[src/wb_config.svh]
// Constants for the writeback stage: widths, reset PC, micro-op encodings
// and trap causes. Included by the package and by every unit module.
`ifndef WB_CONFIG_SVH
`define WB_CONFIG_SVH

`define XLEN              32
`define REG_ADDR_W        5
`define CSR_ADDR_W        12
`define CAUSE_W           6
`define UOP_W             5
`define FU_W              5
`define PC_RESET          32'h8000_0000

// ------------------------------
// One-hot functional-unit select bits
`define FU_ALU            0
`define FU_MUL            1
`define FU_LSU            2
`define FU_CFU            3
`define FU_CSR            4

// ------------------------------
// LSU micro-op: bit 0 signed, bits 2..1 size, bit 3 load, bit 4 store
`define LSU_SIGNED        0
`define LSU_BYTE          2'd1
`define LSU_HALF          2'd2
`define LSU_WORD          2'd3
`define LSU_LOAD          3
`define LSU_STORE         4

// CSR micro-op flag bits
`define CSR_READ          0
`define CSR_WRITE         1
`define CSR_SET           2
`define CSR_CLEAR         3

// CFU micro-op codes, anything else is a branch not taken
`define CFU_BRANCH_TAKEN  5'd1
`define CFU_JAL           5'd2
`define CFU_JALR          5'd3
`define CFU_ECALL         5'd4
`define CFU_EBREAK        5'd5
`define CFU_MRET          5'd6

// Trap causes
`define TRAP_BREAKPOINT   6'd3
`define TRAP_LOAD_ACCESS  6'd5
`define TRAP_STORE_ACCESS 6'd7
`define TRAP_ECALL_M      6'd11

`endif

[src/wb_pkg.sv]
// Shared types of the writeback stage.
// Imported by the interface and the modules that use these types.
`include "wb_config.svh"

package wb_pkg;

    // ------------------------------
    // Vector types
    typedef logic [`XLEN-1:0]       xlen_t;      // Data word
    typedef logic [`REG_ADDR_W-1:0] reg_addr_t;  // GPR index
    typedef logic [`CSR_ADDR_W-1:0] csr_addr_t;  // CSR address
    typedef logic [`UOP_W-1:0]      uop_t;       // Micro-op
    typedef logic [`FU_W-1:0]       fu_sel_t;    // One-hot unit select
    typedef logic [`CAUSE_W-1:0]    cause_t;     // Trap cause
    typedef logic [1:0]             ilen_t;      // Instr size in halfwords

    // ------------------------------
    // Completion tracking while the stage is stalled
    // A unit moves to DONE once its side effect happened and
    // returns to PENDING when the instruction leaves the stage
    typedef enum logic {
        UNIT_PENDING,
        UNIT_DONE
    } unit_state_t;

endpackage

[src/wb_op_if.sv]
// Instruction bundle handed from the writeback top to its units.
// The top drives it through the source side, each unit reads the unit side.
`timescale 1ns/1ns

interface wb_op_if
    import wb_pkg::*;
();

    xlen_t opr_a;      // Operand A
    xlen_t opr_b;      // Operand B, also the LSU address
    uop_t  uop;        // Micro-op of the accepted instruction
    logic  progress;   // Instruction leaves the stage this cycle

    // Per-unit selects, already qualified by s4_valid
    logic  sel_csr;
    logic  sel_cfu;
    logic  sel_lsu;

    modport source (
        output opr_a,
        output opr_b,
        output uop,
        output progress,
        output sel_csr,
        output sel_cfu,
        output sel_lsu
    );

    modport unit (
        input opr_a,
        input opr_b,
        input uop,
        input progress,
        input sel_csr,
        input sel_cfu,
        input sel_lsu
    );

endinterface

[src/wb_csr_unit.sv]
// CSR access unit of the writeback stage.
// Issues one CSR access per instruction and writes read data back to the GPR.
`timescale 1ns/1ns
`include "wb_config.svh"

module wb_csr_unit
    import wb_pkg::*;
(
    input  logic       g_clk,
    input  logic       g_resetn,
    wb_op_if.unit      op,
    output logic       csr_en,
    output logic       csr_wr,
    output logic       csr_wr_set,
    output logic       csr_wr_clr,
    output csr_addr_t  csr_addr,
    output xlen_t      csr_wdata,
    input  xlen_t      csr_rdata,
    output logic       gpr_wen,
    output xlen_t      gpr_wdata
);

    unit_state_t state_q;
    logic        access;

    // Only the first cycle of an instruction touches the CSR file
    assign access = op.sel_csr && (state_q == UNIT_PENDING);

    assign csr_en     = access;
    assign csr_wr     = op.sel_csr && op.uop[`CSR_WRITE];
    assign csr_wr_set = op.sel_csr && op.uop[`CSR_SET];
    assign csr_wr_clr = op.sel_csr && op.uop[`CSR_CLEAR];
    assign csr_addr   = op.opr_b[`CSR_ADDR_W-1:0];
    assign csr_wdata  = op.opr_a;

    assign gpr_wen    = access && op.uop[`CSR_READ];  // Read value to rd
    assign gpr_wdata  = csr_rdata;

    always_ff @(posedge g_clk) begin
        if (!g_resetn) begin
            state_q <= UNIT_PENDING;
        end else if (op.progress) begin
            state_q <= UNIT_PENDING;    // Next instruction starts fresh
        end else if (access) begin
            state_q <= UNIT_DONE;
        end
    end

endmodule

[src/wb_cfu_unit.sv]
// Control-flow unit of the writeback stage.
// Holds the PC, raises control-flow requests for jumps, system instructions
// and traps, picks the trap cause and writes the link value for JAL/JALR.
`timescale 1ns/1ns
`include "wb_config.svh"

module wb_cfu_unit
    import wb_pkg::*;
(
    input  logic   g_clk,
    input  logic   g_resetn,
    wb_op_if.unit  op,
    input  logic   s4_trap,
    input  ilen_t  s4_size,
    input  logic   lsu_trap,
    input  logic   lsu_trap_load,
    input  xlen_t  csr_mepc,
    input  xlen_t  csr_mtvec,
    output logic   cf_req,
    output xlen_t  cf_target,
    input  logic   cf_ack,
    output logic   busy,
    output logic   trap_cpu,
    output cause_t trap_cause,
    output xlen_t  trap_pc,
    output logic   exec_mret,
    output logic   gpr_wen,
    output xlen_t  gpr_wdata
);

    xlen_t       pc_q;
    xlen_t       next_pc;
    unit_state_t req_q;     // Request acknowledged, stage still stalled
    unit_state_t link_q;    // Link value already written
    logic        taken;
    logic        is_ecall;
    logic        is_ebreak;
    logic        is_mret;
    logic        is_link;
    logic        want_req;

    // ------------------------------
    // Decode
    assign is_link   = op.sel_cfu && (op.uop == `CFU_JAL || op.uop == `CFU_JALR);
    assign taken     = is_link || (op.sel_cfu && op.uop == `CFU_BRANCH_TAKEN);
    assign is_ecall  = op.sel_cfu && (op.uop == `CFU_ECALL);
    assign is_ebreak = op.sel_cfu && (op.uop == `CFU_EBREAK);
    assign is_mret   = op.sel_cfu && (op.uop == `CFU_MRET);

    assign trap_cpu  = is_ecall || is_ebreak || s4_trap || lsu_trap;
    assign want_req  = taken || is_mret || trap_cpu;

    // ------------------------------
    // Control-flow request
    assign cf_req    = want_req && (req_q == UNIT_PENDING);
    assign cf_target = trap_cpu ? csr_mtvec :
                       is_mret  ? csr_mepc  :
                                  op.opr_a;  // Branch or jump target
    assign busy      = cf_req && !cf_ack;
    assign exec_mret = is_mret && op.progress;

    // Most specific cause wins
    assign trap_cause = lsu_trap_load ? `TRAP_LOAD_ACCESS  :
                        lsu_trap      ? `TRAP_STORE_ACCESS :
                        is_ebreak     ? `TRAP_BREAKPOINT   :
                        is_ecall      ? `TRAP_ECALL_M      :
                                        op.opr_a[`CAUSE_W-1:0];

    // ------------------------------
    // PC and link value
    assign next_pc   = pc_q + {{(`XLEN-3){1'b0}}, s4_size, 1'b0};
    assign trap_pc   = pc_q;
    assign gpr_wen   = is_link && (link_q == UNIT_PENDING);
    assign gpr_wdata = next_pc;

    always_ff @(posedge g_clk) begin
        if (!g_resetn) begin
            pc_q <= `PC_RESET;
        end else if (cf_req && cf_ack) begin
            pc_q <= cf_target;
        end else if (op.progress) begin
            pc_q <= next_pc;
        end
    end

    always_ff @(posedge g_clk) begin
        if (!g_resetn) begin
            req_q  <= UNIT_PENDING;
            link_q <= UNIT_PENDING;
        end else if (op.progress) begin
            req_q  <= UNIT_PENDING;
            link_q <= UNIT_PENDING;
        end else begin
            if (cf_req && cf_ack) req_q <= UNIT_DONE;
            if (gpr_wen) link_q <= UNIT_DONE;    // First cycle write only
        end
    end

endmodule

[src/wb_lsu_unit.sv]
// Load/store completion unit of the writeback stage.
// Acknowledges the data-memory response, aligns and extends load data,
// and flags a bus error so the control-flow unit can trap.
`timescale 1ns/1ns
`include "wb_config.svh"

module wb_lsu_unit
    import wb_pkg::*;
(
    input  logic   g_clk,
    input  logic   g_resetn,
    wb_op_if.unit  op,
    input  logic   dmem_recv,
    output logic   dmem_ack,
    input  logic   dmem_error,
    input  xlen_t  dmem_rdata,
    output logic   busy,
    output logic   lsu_trap,
    output logic   lsu_trap_load,
    output logic   gpr_wen,
    output xlen_t  gpr_wdata
);

    unit_state_t state_q;    // Response already taken
    logic        err_q;      // That response carried an error
    logic        expect_rsp;
    logic        rsp_now;
    logic        is_load;
    logic        is_signed;
    logic [1:0]  size;
    logic [1:0]  addr;
    logic [7:0]  byte_v;
    logic [15:0] half_v;

    assign is_load   = op.uop[`LSU_LOAD];
    assign is_signed = op.uop[`LSU_SIGNED];
    assign size      = op.uop[2:1];
    assign addr      = op.opr_b[1:0];

    // ------------------------------
    // Response handshake
    assign expect_rsp = op.sel_lsu && (state_q == UNIT_PENDING);
    assign dmem_ack   = expect_rsp;
    assign rsp_now    = expect_rsp && dmem_recv;
    assign busy       = expect_rsp && !dmem_recv;

    // Error stays visible until the trap request is acknowledged
    assign lsu_trap      = (rsp_now && dmem_error) ||
                           (op.sel_lsu && state_q == UNIT_DONE && err_q);
    assign lsu_trap_load = lsu_trap && is_load;

    assign gpr_wen = rsp_now && is_load && !dmem_error;

    // ------------------------------
    // Load alignment
    assign byte_v = dmem_rdata[{addr, 3'b000} +: 8];
    assign half_v = addr[1] ? dmem_rdata[31:16] : dmem_rdata[15:0];

    always_comb begin
        case (size)
            `LSU_BYTE: gpr_wdata = {{24{is_signed && byte_v[7]}}, byte_v};
            `LSU_HALF: gpr_wdata = {{16{is_signed && half_v[15]}}, half_v};
            default:   gpr_wdata = dmem_rdata;      // Full word
        endcase
    end

    always_ff @(posedge g_clk) begin
        if (!g_resetn) begin
            state_q <= UNIT_PENDING;
            err_q   <= 1'b0;
        end else if (op.progress) begin
            state_q <= UNIT_PENDING;
            err_q   <= 1'b0;
        end else if (rsp_now) begin
            state_q <= UNIT_DONE;
            err_q   <= dmem_error;
        end
    end

endmodule

[src/wb_stage.sv]
// Writeback stage top level of a small RV32 core.
// Accepts one instruction per s4 handshake, drives the unit bundle,
// forms the stall and selects the single GPR write of the cycle.
`timescale 1ns/1ns
`include "wb_config.svh"

module wb_stage
    import wb_pkg::*;
(
    input  logic      g_clk,
    input  logic      g_resetn,
    input  logic      s4_valid,
    output logic      s4_busy,
    input  reg_addr_t s4_rd,
    input  xlen_t     s4_opr_a,
    input  xlen_t     s4_opr_b,
    input  uop_t      s4_uop,
    input  fu_sel_t   s4_fu,
    input  logic      s4_trap,
    input  ilen_t     s4_size,
    output logic      gpr_wen,
    output reg_addr_t gpr_rd,
    output xlen_t     gpr_wdata,
    output logic      trap_cpu,
    output cause_t    trap_cause,
    output xlen_t     trap_pc,
    output logic      exec_mret,
    input  xlen_t     csr_mepc,
    input  xlen_t     csr_mtvec,
    output logic      csr_en,
    output logic      csr_wr,
    output logic      csr_wr_set,
    output logic      csr_wr_clr,
    output csr_addr_t csr_addr,
    output xlen_t     csr_wdata,
    input  xlen_t     csr_rdata,
    output logic      cf_req,
    output xlen_t     cf_target,
    input  logic      cf_ack,
    output logic      hold_lsu_req,
    input  logic      dmem_recv,
    output logic      dmem_ack,
    input  logic      dmem_error,
    input  xlen_t     dmem_rdata
);

    wb_op_if op_if ();

    logic  cfu_busy;
    logic  lsu_busy;
    logic  lsu_trap;
    logic  lsu_trap_load;
    logic  alu_wen;
    logic  mul_wen;
    logic  csr_gpr_wen;
    logic  cfu_gpr_wen;
    logic  lsu_gpr_wen;
    xlen_t csr_gpr_wdata;
    xlen_t cfu_gpr_wdata;
    xlen_t lsu_gpr_wdata;

    // ------------------------------
    // Handshake and unit bundle
    assign s4_busy      = cfu_busy || lsu_busy;
    assign hold_lsu_req = cf_req || lsu_busy;    // No new memory requests yet

    assign op_if.opr_a    = s4_opr_a;
    assign op_if.opr_b    = s4_opr_b;
    assign op_if.uop      = s4_uop;
    assign op_if.progress = s4_valid && !s4_busy;
    assign op_if.sel_csr  = s4_valid && s4_fu[`FU_CSR];
    assign op_if.sel_cfu  = s4_valid && s4_fu[`FU_CFU];
    assign op_if.sel_lsu  = s4_valid && s4_fu[`FU_LSU];

    // ------------------------------
    // GPR write, at most one source per cycle
    assign alu_wen   = s4_valid && s4_fu[`FU_ALU];
    assign mul_wen   = s4_valid && s4_fu[`FU_MUL];
    assign gpr_rd    = s4_rd;
    assign gpr_wen   = !trap_cpu &&
                       (alu_wen || mul_wen || csr_gpr_wen || cfu_gpr_wen || lsu_gpr_wen);
    assign gpr_wdata = ({`XLEN{alu_wen || mul_wen}} & s4_opr_a)      |
                       ({`XLEN{csr_gpr_wen}}        & csr_gpr_wdata) |
                       ({`XLEN{cfu_gpr_wen}}        & cfu_gpr_wdata) |
                       ({`XLEN{lsu_gpr_wen}}        & lsu_gpr_wdata);

    wb_csr_unit u_csr (
        .g_clk      (g_clk),
        .g_resetn   (g_resetn),
        .op         (op_if),
        .csr_en     (csr_en),
        .csr_wr     (csr_wr),
        .csr_wr_set (csr_wr_set),
        .csr_wr_clr (csr_wr_clr),
        .csr_addr   (csr_addr),
        .csr_wdata  (csr_wdata),
        .csr_rdata  (csr_rdata),
        .gpr_wen    (csr_gpr_wen),
        .gpr_wdata  (csr_gpr_wdata)
    );

    wb_cfu_unit u_cfu (
        .g_clk         (g_clk),
        .g_resetn      (g_resetn),
        .op            (op_if),
        .s4_trap       (s4_trap && s4_valid),   // Decode trap of a live instr
        .s4_size       (s4_size),
        .lsu_trap      (lsu_trap),
        .lsu_trap_load (lsu_trap_load),
        .csr_mepc      (csr_mepc),
        .csr_mtvec     (csr_mtvec),
        .cf_req        (cf_req),
        .cf_target     (cf_target),
        .cf_ack        (cf_ack),
        .busy          (cfu_busy),
        .trap_cpu      (trap_cpu),
        .trap_cause    (trap_cause),
        .trap_pc       (trap_pc),
        .exec_mret     (exec_mret),
        .gpr_wen       (cfu_gpr_wen),
        .gpr_wdata     (cfu_gpr_wdata)
    );

    wb_lsu_unit u_lsu (
        .g_clk         (g_clk),
        .g_resetn      (g_resetn),
        .op            (op_if),
        .dmem_recv     (dmem_recv),
        .dmem_ack      (dmem_ack),
        .dmem_error    (dmem_error),
        .dmem_rdata    (dmem_rdata),
        .busy          (lsu_busy),
        .lsu_trap      (lsu_trap),
        .lsu_trap_load (lsu_trap_load),
        .gpr_wen       (lsu_gpr_wen),
        .gpr_wdata     (lsu_gpr_wdata)
    );

endmodule

[config.mk]
export PLATFORM = sky130hd
export DESIGN_NAME = wb_stage
export DESIGN_NICKNAME = d
export VERILOG_FILES = /design/src/wb_pkg.sv /design/src/wb_op_if.sv /design/src/wb_csr_unit.sv /design/src/wb_cfu_unit.sv /design/src/wb_lsu_unit.sv /design/src/wb_stage.sv
export VERILOG_INCLUDE_DIRS = /design/src
export SDC_FILE = /design/constraint.sdc
export NUM_CORES = 1
export LEC_CHECK = 0
export BUFFER_PORTS_ARGS = -buffer_cell sky130_fd_sc_hd__buf_2
export CORE_AREA = 2 2 146 148
export CTS_CLUSTER_DIAMETER = 30
export DETAILED_ROUTE_END_ITERATION = 8
export DIE_AREA = 0 0 148 150
export SYNTH_ARGS = -nofsm -noshare
export SYNTH_HDL_FRONTEND = slang
export SYNTH_HIERARCHICAL = 1
export SYNTH_SLANG_ARGS = --single-unit
[constraint.sdc]
create_clock -name g_clk -period 3.7 [get_ports g_clk]
set_input_delay 0.555 -clock g_clk [delete_from_list [all_inputs] [get_ports g_clk]]
set_output_delay 0.555 -clock g_clk [all_outputs]
set_load 0.05 [all_outputs]
Word level (Yosys, flattened, before mapping)
Cells that the tools add are included.

Flip-flop bits (word level): 37. Output and inout port bits: 162. Logic and storage cells: 93.

$add $sub $neg: 1. Equal/unequal tests: 8. Shifts and indexed selects: 1. Mux-type cells: 10. Bitwise logic cells: 12. Reductions and logical operators: 55.

Operators with widths (count): $and A32 B32 Y32 (4); $mux W32 (4); $or A32 B32 Y32 (3); $pmux W32 S2 (1); $logic_and A1 B1 Y1 (34); $add A32 B3 Y32 (1); $shiftx A32 B6 Y8 (1); $mux W6 (4); $mux W16 (1); $eq A5 B3 Y1 const B (3); $logic_or A1 B1 Y1 (14); $eq A5 B2 Y1 const B (2); $eq A5 B1 Y1 const B (1); $logic_not A1 Y1 (5); $not A1 Y1 (5); $eq A2 B1 Y1 const B (1); $eq A2 B2 Y1 const B (1); $reduce_bool A2 Y1 (1); $reduce_or A2 Y1 (1).

Depth between registers and ports, before layout
Gate-level depths: netlist of run 1.

Depth in word-level cells: 14. Depth in mapped cells: 14. Depth with buffers taken out: 13.

Cells and area by module
Netlist of run 1, hierarchy kept.

Modules (own cells, without submodules): wb_cfu_unit (instances 1, cells each 439, area an instance 3325.7 µm², sequential area each 680.7 µm²); wb_stage (instances 1, cells each 127, area an instance 835.8 µm², sequential area each 0.0 µm²); wb_lsu_unit (instances 1, cells each 124, area an instance 795.8 µm², sequential area each 40.0 µm²); wb_csr_unit (instances 1, cells each 84, area an instance 641.9 µm², sequential area each 20.0 µm²).

Worst setup path after synthesis of run 1
No wires, ideal clock.

Kind: input port to output port. From: input port s4_fu[2]. To: output port exec_mret. Arrival time: 3.691 ns. Slack: -0.546 ns. Cell stages on the path: 9. Buffers on the path: 0. Cells stage by stage: and2_1 -> and2_1 -> nor2_1 -> a21oi_1 -> and2_1 -> or2_2 -> nor2_1 -> inv_1 -> nor3_1.

Word-level cells in the longest chain between the ends: 13.

RTL lines: start, declared (line wb_stage.sv:18) `input fu_sel_t s4_fu,`; $logic_and A1 B1 Y1 * (line wb_stage.sv:73) `` assign op_if.sel_lsu = s4_valid && s4_fu[`FU_LSU]; ``; $logic_and A1 B1 Y1 (line wb_lsu_unit.sv:42) `assign expect_rsp = op.sel_lsu && (state_q == UNIT_PENDING);`; $logic_and A1 B1 Y1 (line wb_lsu_unit.sv:44) `assign rsp_now = expect_rsp && dmem_recv;`; $logic_and A1 B1 Y1 (line wb_lsu_unit.sv:48) `assign lsu_trap = (rsp_now && dmem_error) ||`; $logic_or A1 B1 Y1 * (line wb_lsu_unit.sv:48); net lsu_trap (line wb_stage.sv:51) `logic lsu_trap;`; $logic_or A1 B1 Y1 * (line wb_cfu_unit.sv:50) `assign trap_cpu = is_ecall || is_ebreak || s4_trap || lsu_trap;`; $logic_or A1 B1 Y1 * (line wb_cfu_unit.sv:51) `assign want_req = taken || is_mret || trap_cpu;`; [... 1 more ...]; net cf_req (line wb_stage.sv:37) `output logic cf_req,`; $logic_and A1 B1 Y1 * (line wb_cfu_unit.sv:59) `assign busy = cf_req && !cf_ack;`; net cfu_busy (line wb_stage.sv:49) `logic cfu_busy;`; $logic_or A1 B1 Y1 * (line wb_stage.sv:64) `assign s4_busy = cfu_busy || lsu_busy;`; net s4_busy (line wb_stage.sv:13) `output logic s4_busy,`; $logic_not A1 Y1 * (line wb_stage.sv:70) `assign op_if.progress = s4_valid && !s4_busy;`; $logic_and A1 B1 Y1 * (line wb_stage.sv:70); net op_if.progress (line wb_op_if.sv:12) `logic progress;`; $logic_and A1 B1 Y1 * (line wb_cfu_unit.sv:60) `assign exec_mret = is_mret && op.progress;`; end, declared (line wb_stage.sv:27) `output logic exec_mret,`.

The timed path passes the listed nets; every way through them passes the cells marked *.

Worst setup path after layout of run 1
From: input port s4_size[0]. To: output port gpr_wdata[31].

Word-level cells in the longest chain between the ends: 4.

RTL lines: start, declared (line wb_stage.sv:20) `input ilen_t s4_size,`; $add A32 B3 Y32 (line wb_cfu_unit.sv:71) `` assign next_pc = pc_q + {{(`XLEN-3){1'b0}}, s4_size, 1'b0}; ``; net cfu_gpr_wdata[31] (line wb_stage.sv:59) `xlen_t cfu_gpr_wdata;`; $and A32 B32 Y32 (line wb_stage.sv:84) `` ({`XLEN{cfu_gpr_wen}} & cfu_gpr_wdata) | ``; $or A32 B32 Y32 (2 in a row) (line wb_stage.sv:82) `` assign gpr_wdata = ({`XLEN{alu_wen || mul_wen}} & s4_opr_a) | ``; end, declared (line wb_stage.sv:23) `output xlen_t gpr_wdata,`.

The timed path passes the listed nets, and every way through them passes these cells.

==> results of run 1 <==
## cell usage in the layout (no fill, tap or decap), types with 5 or more instances in the layout
| cell | Yosys | layout |
|---|---|---|
| o211a_1 | 14 | 14 |
| nor2_1 | 22 | 21 |
| a32oi_1 | 8 | 8 |
| dfxtp_1 | 37 | 36 |
| inv_1 | 54 | 54 |
| nand4_1 | 11 | 11 |
| nand2_1 | 104 | 104 |
| a21oi_1 | 23 | 23 |
| mux2_2 | 8 | 8 |
| xor2_1 | 29 | 29 |
| o21a_1 | 19 | 19 |
| o2bb2ai_1 | 8 | 8 |
| o21ai_1 | 44 | 43 |
| clkbuf_16 | 0 | 5 |
| nor4_1 | 11 | 11 |
| a222oi_1 | 32 | 32 |
| buf_4 | 92 | 39 |
| mux2i_1 | 35 | 35 |
| nand3_1 | 19 | 18 |
| o21ai_0 | 10 | 9 |
| xnor2_1 | 28 | 28 |
| and3_1 | 11 | 11 |
| nor3_1 | 13 | 11 |
| nor2b_1 | 11 | 11 |
| o22ai_1 | 15 | 15 |
| and2_1 | 11 | 11 |
| buf_2 | 16 | 326 |
## stage by stage
| step | cell area (um^2) | std cells | worst slack [ps] |
|---|---|---|---|
| final | 7170 | 1282 | 132 |
| after global routing | 7170 | 1282 | 12.6 |
| after CTS | 7140 | 1282 | 14.2 |
| after detailed placement | 6980 | 1274 | 15.2 |
| after global placement | 6980 | 1274 | 57.7 |
| after floorplan | 5620 | 774 | 2.58 |
## cell usage after synthesis, types with 10 or more instances
master,instances,area share
o211a_1,14,0.025
o21ai_0,10,0.0089
a222oi_1,32,0.057
nand3_1,19,0.017
nor2b_1,11,0.012
inv_1,54,0.036
xnor2_1,28,0.044
nand2_1,104,0.070
and2_1,11,0.012
buf_2,16,0.014
o21ai_1,44,0.039
xor2_1,29,0.045
nor2_1,22,0.015
o22ai_1,15,0.017
nand4_1,11,0.012
buf_4,92,0.12
mux2i_1,35,0.063
clkbuf_1,22,0.015
a21oi_1,23,0.021
dfxtp_1,37,0.13
nor3_1,13,0.012
and3_1,11,0.012
o21a_1,19,0.025
nor4_1,11,0.012
## worst reg2reg max path, cell delays in order, from the launching register on
cell,delay (ps)
dfxtp_1,370
o21ai_0,110
and2_1,170
nor2_1,220
a21oi_1,150
and2_1,170
or2_2,270
nor2_1,180
buf_12,190
nand2_1,80
nor4_1,450
nand3b_1,210
xnor2_1,170
o211a_1,200
## sequential cells by signal, indices dropped and copies added, names as in the netlist
name           flops
u_cfu/link_q       1
u_cfu/req_q        1
u_cfu/trap_pc     32
u_csr/state_q      1
u_lsu/err_q        1
u_lsu/state_q      1
## area by class of cell
class                      instances  area [um^2]
clock inverter                     1         5.00
timing repair buffer             368         1980
sequential                        37          742
tap                              275          344
clock buffer                       7          153
fill                            2323        13500
inverter                          54          203
multi-input combinational        540         3730
## where the power goes
group	internal, mW	switching [mW]	total, mW
sequential	0.423	0.0395	0.463
combinational	0.325	0.788	1.11
clock	0.286	0.177	0.463
total	1.03	1.00	2.04
## how the worst max path moves through the flow
| stage | from | to | slack, ps | cells past startpoint |
|---|---|---|---|---|
| final | s4_size[0] | gpr_wdata[31] | 130 | 12 |
| after global routing | u_cfu/trap_pc[1] | gpr_wdata[31] | 10 | 11 |
| after CTS | u_cfu/trap_pc[1] | gpr_wdata[29] | 10 | 11 |
| after detailed placement | s4_size[0] | gpr_wdata[21] | 20 | 12 |
| after global placement | s4_size[0] | gpr_wdata[21] | 60 | 12 |
| after floorplan | s4_fu[2] | u_cfu/trap_pc[24] | 3 | 12 |
## kinds of logic after synthesis
group / share of synthesized area
AO/OA/AOI/OAI: 0.246
flip-flops: 0.132
multiplexers: 0.0813
AND/OR/NAND/NOR: 0.226
XOR/XNOR: 0.0892
buffers and inverters: 0.213
adder cells (fa/ha/maj): 0.0125
## per-layer routing
| metal | vias to the layer above | wire, um | GRT usage |
|---|---|---|---|
| met4 | 2 | 306 | 0.0357 |
| met5 | - | 13 | 0 |
| met2 | 304 | 12600 | 0.393 |
| li1 | 3139 | - | - |
| met3 | 22 | 1670 | 0.0317 |
| met1 | 3024 | 10700 | 0.273 |
## repair_timing
item                                    CTS  global route
pin swaps                                 0             2
gates resized for setup                   1             7
cloned                                    0             0
endpoints found under the setup margin    3             9
==> impl_metrics.py, run 1 <==
metrics = {
    "routing": {
        "drt_pass1_iterations": 5,
        "vias": 6491,
        "ant_nets": 0,
        "drtIter0Drc": 568,
        "drt-total-wl_um": 25300,
        "wl_per_cell_um": 19.7,
        "drc_errors": 0,
        "via_per_inst": 5.06,
    },
    "placement": {
        "hpwlAfterDp_um": 20600,
        "io_buffers": 327,
        "gp_congestion": 0.848,
    },
    "worst_setup_path": {
        "critPathKind": "in2out",
        "arrival_ps": 3010,
        "crit_family": "simple AND/OR/NAND/NOR gates",
        "regToRegSetupSlack_ps": 650,
        "crit_chain": "buf_2 > ha_4 > fa_2 > nand3_2 > or4_4 > nor4_2 > buf_4 > nand2_1 > xnor2_1 > a222oi_1 > o21ai_2 > buf_4",
        "critPathCaptureType": "output port",
        "cp_max_fo": 3,
        "r2r-end": "u_cfu/trap_pc[30]",
        "path_buf_inv": 3,
        "path_common_cell": "buf_4",
        "reg2regPathDepth": 13,
        "cp.required_ps": 3140,
        "worst_setup_path_start_kind": "input pin",
        "slowest_stage": "or4_4",
        "r2r-start": "u_lsu/state_q",
        "slowest_delay_ps": 580,
    },
    "logic_synthesis": {
        "ys_ff_latch": 37,
        "postSynthCellCount": 774,
        "synth_edf_count": 0,
        "synthFlopType": "dfxtp_1",
        "yosysUniqueCellTypes": 64,
        "synth_area_per_cell_um2": 7.23,
        "async_reset_ff_frac": 0,
        "yosysWarnings": 6,
        "netlist_area_um2": 5600,
        "synth_nets": 995,
        "synth_seq_area_share": 0.132,
    },
    "timing": {
        "slew_viol_final": 0,
        "finalCriticalPeriod_ps": 3570,
        "setup_viol": 0,
        "tns_ps": 0,
        "tightestPinTransition_ps": 901,
        "max_freq_ghz": 0.280,
        "max_slew_margin": 0.399,
        "grt_setup_unrepaired": "false",
        "fin_crit_sh": 0.964,
        "holdWs_ps": 486,
        "hold_viol_final": 0,
        "final.setup_skew_ps": 5.71,
    },
    "power": {
        "p_total_mw": 2.04,
        "ir_drop_v": 0.000145,
        "leakage_nw": 3.59,
        "p_per_area_nw_per_um2": 284,
    },
    "clock_network": {
        "cts_tree": "built",
        "h-tree-depth": 2,
        "numCtsBuffers": 5,
        "clock_path_buffers": 2,
        "clk_latency_ps": 280,
        "cts_hold_buf": 0,
        "numClockSinks": 37,
        "clk_pin_slew_ps": 60,
        "cts_setup_buffers": 0,
        "root_buffer": "clkbuf_16",
    },
    "min_path": {
        "hold_start": "u_cfu/link_q",
        "holdPathStages": 1,
        "hold_class": "reg2reg",
        "hold_path_end": "u_cfu/link_q",
    },
    "floorplanning": {
        "placementRows": 53,
        "io_pins": 378,
        "core_area_um2": 20700,
        "die_h_um": 150,
        "die-width_um": 148,
        "start_util": 0.271,
        "dieArea_um2": 22200,
    },
    "cells_and_area": {
        "area_growth_syn_to_layout_pct": 28.0,
        "drive_above_1_share": 0.418,
        "nets": 1227,
        "n_antenna_cell": 0,
        "post-route-util": 0.346,
    },
    "global_route": {
        "grt_pass1_wl_um": 36600,
        "grtUsageTotal": 0.216,
        "gr-total-overflow": 0,
        "antenna_found_initial": 1,
        "grt_max_degree": 42,
        "grt_pass1_vias": 6205,
    },
    "job": {
        "max_cap_viol_count": 0,
    },
    "status": {
        "outcome": "completed",
    },
}
(Power assumes the default switching activity.)
==> inputs of run 2 (changes only) <==
--- a/config.mk
+++ b/config.mk
@@ -7,10 +7,14 @@
 export NUM_CORES = 1
 export LEC_CHECK = 0
 export BUFFER_PORTS_ARGS = -buffer_cell sky130_fd_sc_hd__buf_2
-export CORE_AREA = 2 2 146 148
+export CELL_PAD_IN_SITES_DETAIL_PLACEMENT = 1
+export CELL_PAD_IN_SITES_GLOBAL_PLACEMENT = 1
+export CORE_AREA = 2 2 147 149
 export CTS_CLUSTER_DIAMETER = 30
 export DETAILED_ROUTE_END_ITERATION = 8
-export DIE_AREA = 0 0 148 150
+export DIE_AREA = 0 0 149 151
+export PLACE_DENSITY = 0.82
+export SLEW_MARGIN = 20
 export SYNTH_ARGS = -nofsm -noshare
 export SYNTH_HDL_FRONTEND = slang
 export SYNTH_HIERARCHICAL = 1
==> run 2 against run 1 <==
  * Power decreased by 1.2%
  * Register-to-register slack improved by 30 ps
  * Core utilization decreased by 0.32 points
  * Maximum frequency increased by 0.64%
  * Clock-buffer cell count unchanged
  * Clock skew decreased by 0.97 ps
  * Routed wire length increased by 5.7%
  * Sequential power about the same
  * Clock power decreased by 6.9%
  * Largest cell class unchanged
==> impl_metrics.py, run 2 (same netlist as run 1, synthesis figures left out) <==
metrics = {
    "clock_network": {
        "clk_latency_ps": 280,
        "root_buffer": "clkbuf_16",
        "clock_path_buffers": 2,
        "clk_pin_slew_ps": 60,
        "cts_setup_buffers": 0,
        "numClockSinks": 37,
        "cts_tree": "built",
        "h-tree-depth": 2,
        "numCtsBuffers": 5,
        "cts_hold_buf": 0,
    },
    "cells_and_area": {
        "final_common_cell": "buf_2",
        "drive_above_1_share": 0.415,
        "n_antenna_cell": 0,
        "num-fill-cells": 2695,
        "area_growth_syn_to_layout_pct": 27.6,
        "layout_common_cells": "buf_2 (324), nand2_1 (104), inv_1 (54), o21ai_1 (43), buf_4 (38)",
        "largest_reg_flops": 32,
        "nets": 1225,
    },
    "floorplanning": {
        "dieArea_um2": 22500,
        "core_area_um2": 20800,
        "start_util": 0.269,
        "die_h_um": 151,
        "die-width_um": 149,
        "io_pins": 378,
        "placementRows": 53,
    },
    "timing": {
        "tightestPinTransition_ps": 893,
        "max_slew_margin": 0.404,
        "slew_viol_final": 0,
        "holdWs_ps": 514,
        "final.setup_skew_ps": 4.74,
        "fin_crit_sh": 0.958,
        "setup_viol": 0,
        "max_freq_ghz": 0.282,
        "finalWorstSetupSlack_ps": 155,
        "grt_setup_unrepaired": "false",
        "tns_ps": 0,
        "finalCriticalPeriod_ps": 3550,
        "hold_viol_final": 0,
    },
    "worst_setup_path": {
        "cp.required_ps": 3140,
        "critPathKind": "in2out",
        "critPathCaptureType": "output port",
        "arrival_ps": 2990,
        "cp_max_fo": 4,
        "worst_setup_path_start_kind": "input pin",
    },
    "routing": {
        "wl_per_cell_um": 20.9,
        "drt_pass1_iterations": 5,
        "vias": 6642,
        "via_per_inst": 5.19,
        "drc_errors": 0,
        "drtIter0Drc": 407,
        "ant_nets": 0,
        "drt-total-wl_um": 26800,
    },
    "power": {
        "p_per_area_nw_per_um2": 282,
        "switching_share": 0.497,
        "combPwrFrac": 0.555,
        "p_clk_frac": 0.214,
        "p_int_mw": 1.01,
        "ir_drop_v": 0.000174,
        "p_sw_mw": 1.00,
        "leakage_nw": 3.57,
        "p_total_mw": 2.01,
        "seqPwrFrac": 0.231,
    },
    "global_route": {
        "gr-total-overflow": 0,
        "grt_max_degree": 40,
        "grt_pass1_wl_um": 39000,
        "grt_pass1_vias": 6677,
        "antenna_found_initial": 1,
        "grtUsageTotal": 0.227,
    },
    "min_path": {
        "hold_class": "reg2reg",
    },
    "status": {
        "outcome": "completed",
    },
    "placement": {
        "pre_cts_ws_ps": -7.20,
        "io_buffers": 327,
        "gp_congestion": 0.853,
        "hpwlAfterDp_um": 22200,
    },
    "job": {
        "max_cap_viol_count": 0,
    },
}
[run 2: cell count changes in the layout (fill, tap and decap cells not counted)]
cell / previous run / this run
clkinv_2: 1 / 0
clkbuf_8: 2 / 1
clkbuf_1: 0 / 1
buf_6: 0 / 1
buf_4: 39 / 38
buf_2: 326 / 324
[run 2: area by class of cell]
type                    instances  area [um^2]  area share
multi-input cells             540         3730       0.523
inverters                      54          203      0.0284
flip-flops and latches         37          742       0.104
repair buffers                366         1980       0.277
well taps                     275          344      0.0482
clock buffers                   7          143      0.0200
[run 2: worst paths after layout]
kind                               startpoint                end  slack, ps  cells after the start
worst min register to register    u_lsu/err_q        u_lsu/err_q        510                      2
worst max-delay path               s4_size[0]      gpr_wdata[31]        150                     12
worst max register to register  u_lsu/state_q  u_cfu/trap_pc[30]        680                     13
worst min-delay path              u_lsu/err_q        u_lsu/err_q        510                      2
[run 2: per-stage QoR]
stage	cell area, um^2	utilization	cells
final	7140	0.343	1279
after CTS	7120	0.342	1279
after detailed placement	6970	0.335	1272
after floorplan	5620	-	774
after global placement	6970	0.335	1272
after global routing	7140	0.343	1279
[run 2: repair_timing]
item | CTS | global route
resized for setup | 2 | 10
gates cloned | 0 | 0
pin swaps | 1 | 6
setup endpoints to repair | 2 | 7
[run 2: metal layers]
metal  wire length, um  track usage  vias to the layer above  share of wire
li1                  -            -                     3139              -
met1             10900        0.277                     3163           0.41
met2             13300        0.410                      304           0.50
met3              1820       0.0392                       36          0.068
met4               721       0.0619                        0          0.027
met5                 0            0                        -              0
[run 2: power groups by stage]
stage                     logic, mW  registers [mW]  clock network, mW
after floorplan               0.780           0.528                  0
after global placement         1.10           0.471                  0
after detailed placement       1.11           0.473                  0
after CTS                      1.12           0.465              0.443
after global routing           1.18           0.472              0.463
final                          1.12           0.466              0.431
[run 2: worst max-delay path, cell delays in order]
cell      delay [ps]
buf_2            100
ha_4             140
fa_2             220
nand3_2          130
or4_4            540
nor4_2           260
buf_4            170
nand2_1           70
xnor2_1          130
a222oi_1         360
o21ai_2          100
buf_4            200
==> inputs of run 3 (changes only) <==
--- a/config.mk
+++ b/config.mk
@@ -9,11 +9,12 @@
 export BUFFER_PORTS_ARGS = -buffer_cell sky130_fd_sc_hd__buf_2
 export CELL_PAD_IN_SITES_DETAIL_PLACEMENT = 1
 export CELL_PAD_IN_SITES_GLOBAL_PLACEMENT = 1
-export CORE_AREA = 2 2 147 149
+export CORE_ASPECT_RATIO = 0.5
+export CORE_UTILIZATION = 29
 export CTS_CLUSTER_DIAMETER = 30
+export CTS_CLUSTER_SIZE = 10
 export DETAILED_ROUTE_END_ITERATION = 8
-export DIE_AREA = 0 0 149 151
-export PLACE_DENSITY = 0.82
+export PLACE_DENSITY = 0.88
 export SLEW_MARGIN = 20
 export SYNTH_ARGS = -nofsm -noshare
 export SYNTH_HDL_FRONTEND = slang
==> run 3 against run 2 <==
  * Non-clock buffer count shrank 8
  * Final area fell by 1.1%
  * Sequential share of layout area grew 0.14 points
  * Critical path depth decreased by 5
  * Global-route usage rose by 2.6 points
  * Via count is 2.8% higher
  * First-iteration DRC count grew 67%
  * Sequential power grew 2%
  * Worst hold slack gained 11 ps
  * Largest power group unchanged
==> impl_metrics.py, run 3 (same netlist as run 1, synthesis figures left out) <==
metrics = {
    "clock_network": {
        "root_buffer": "clkbuf_16",
        "cts_hold_buf": 0,
        "h-tree-depth": 2,
        "clock_path_buffers": 2,
        "numClockSinks": 37,
        "clk_latency_ps": 290,
        "clk_pin_slew_ps": 60,
        "numCtsBuffers": 5,
        "cts_tree": "built",
    },
    "timing": {
        "hold_viol_final": 0,
        "slew_viol_final": 0,
        "finalCriticalPeriod_ps": 3650,
        "max_slew_margin": 0.503,
        "tightestPinTransition_ps": 744,
        "grt_setup_unrepaired": "false",
        "fin_crit_sh": 0.986,
        "setup_viol": 0,
        "final.setup_skew_ps": 6.66,
        "max_freq_ghz": 0.274,
    },
    "routing": {
        "wirelength_met1_um": 11200,
        "wl_per_cell_um": 21.0,
        "drc_errors": 0,
        "via_per_inst": 5.43,
        "vias": 6831,
        "drt_pass1_iterations": 7,
        "top_layer": "met4",
        "wl_met2_um": 12600,
        "dr_wl_met3_um": 1950,
        "drt-total-wl_um": 26400,
        "drtIter0Drc": 678,
        "ant_nets": 0,
    },
    "floorplanning": {
        "placementRows": 35,
        "start_util": 0.300,
        "die-width_um": 199,
        "io_pins": 378,
        "die_h_um": 100,
        "core_area_um2": 18700,
        "dieArea_um2": 19900,
    },
    "global_route": {
        "grt_pass1_vias": 6700,
        "antenna_found_initial": 2,
        "grt_max_degree": 40,
        "gr-total-overflow": 0,
        "grtUsageTotal": 0.253,
        "grt_pass1_wl_um": 38400,
    },
    "placement": {
        "placed_area_um2": 6880,
        "io_buffers": 327,
        "gp_congestion": 0.932,
        "dp_cells": 1247,
        "hpwlAfterDp_um": 21300,
    },
    "worst_setup_path": {
        "cp.required_ps": 3140,
        "critPathKind": "reg2out",
        "arrival_ps": 3090,
        "worst_setup_path_start_kind": "flop",
        "critPathCaptureType": "output port",
        "cp_max_fo": 8,
    },
    "cells_and_area": {
        "nets": 1217,
        "area_growth_syn_to_layout_pct": 26.2,
        "layoutNonFillerInstCount": 1258,
        "num-fill-cells": 2449,
        "final_area_um2": 7060,
        "final_common_cell": "buf_2",
        "drive_above_1_share": 0.413,
        "layout_common_cells": "buf_2 (325), nand2_1 (104), inv_1 (54), o21ai_1 (43)",
        "largest_reg_flops": 32,
    },
    "power": {
        "p_per_area_nw_per_um2": 283,
        "leakage_nw": 3.53,
        "ir_drop_v": 0.000152,
    },
    "job": {
        "max_cap_viol_count": 0,
    },
    "status": {
        "outcome": "completed",
    },
    "min_path": {
        "hold_class": "reg2reg",
    },
}
run 3: changes by cell type in the layout (fill, tap and decap cells not counted), sizes merged:
cell / previous run / this run
buf: 366 / 358
clkbuf: 7 / 6
clkinv: 0 / 2
diode: 0 / 2
run 3: what timing repair did:
action                     4_1_cts  5_1_grt
setup endpoints to repair        2        5
gates resized for setup          3        8
pin swaps                        1        2
setup buffers                    1        0
run 3: worst paths after layout:
kind / from / to / slack [ps] / cells after the start
min: u_cfu/link_q / u_cfu/link_q / 530 / 1
max: u_cfu/trap_pc[9] / gpr_wdata[24] / 50 / 7
min reg2reg: u_cfu/link_q / u_cfu/link_q / 530 / 1
max reg2reg: u_lsu/state_q / u_cfu/trap_pc[11] / 560 / 13
run 3: area by class of cell:
cell class	instances	area, um^2	share of cell area
flip-flops and latches	37	743	0.105
inverters	54	203	0.0287
repair buffers	358	1910	0.271
diodes	2	5.00	0.000708
multi-input cells	540	3740	0.529
clock buffers	6	129	0.0182
clock inverters	2	10.0	0.00142
well taps	259	324	0.0459
run 3: worst max-delay path: stages, from the launching register on:
cell and delay, ps:
dfxtp_1 590, nand4_4 270, or4_4 600, nor4_1 410, xor2_1 130, a222oi_1 440
o21ai_1 120, buf_2 230
run 3: per-stage QoR:
step | power, mW | setup WS [ps] | utilization | setup TNS (ps) | hold WS, ps
final | 2.00 | 51.3 | 0.379 | 0 | 526
after detailed placement | 1.57 | -31.6 | 0.369 | -31.6 | 499
after global routing | 2.09 | 14.7 | 0.379 | 0 | 539
after global placement | 1.55 | -1.66 | 0.369 | -1.66 | 473
after CTS | 2.00 | 11.7 | 0.377 | 0 | 515
after floorplan | 1.31 | 2.58 | - | 0 | 442
run 3: report_power, final:
part	switching, mW	internal, mW
logic	0.779	0.318
clock network	0.179	0.248
registers	0.0509	0.423
total	1.01	0.989
run 3: layer usage:
| metal | vias up | GRT usage |
|---|---|---|
| met4 | 0 | 0.0828 |
| met1 | 3339 | 0.325 |
| met5 | - | 0 |
| met3 | 57 | 0.0504 |
| li1 | 3125 | - |
| met2 | 310 | 0.426 |
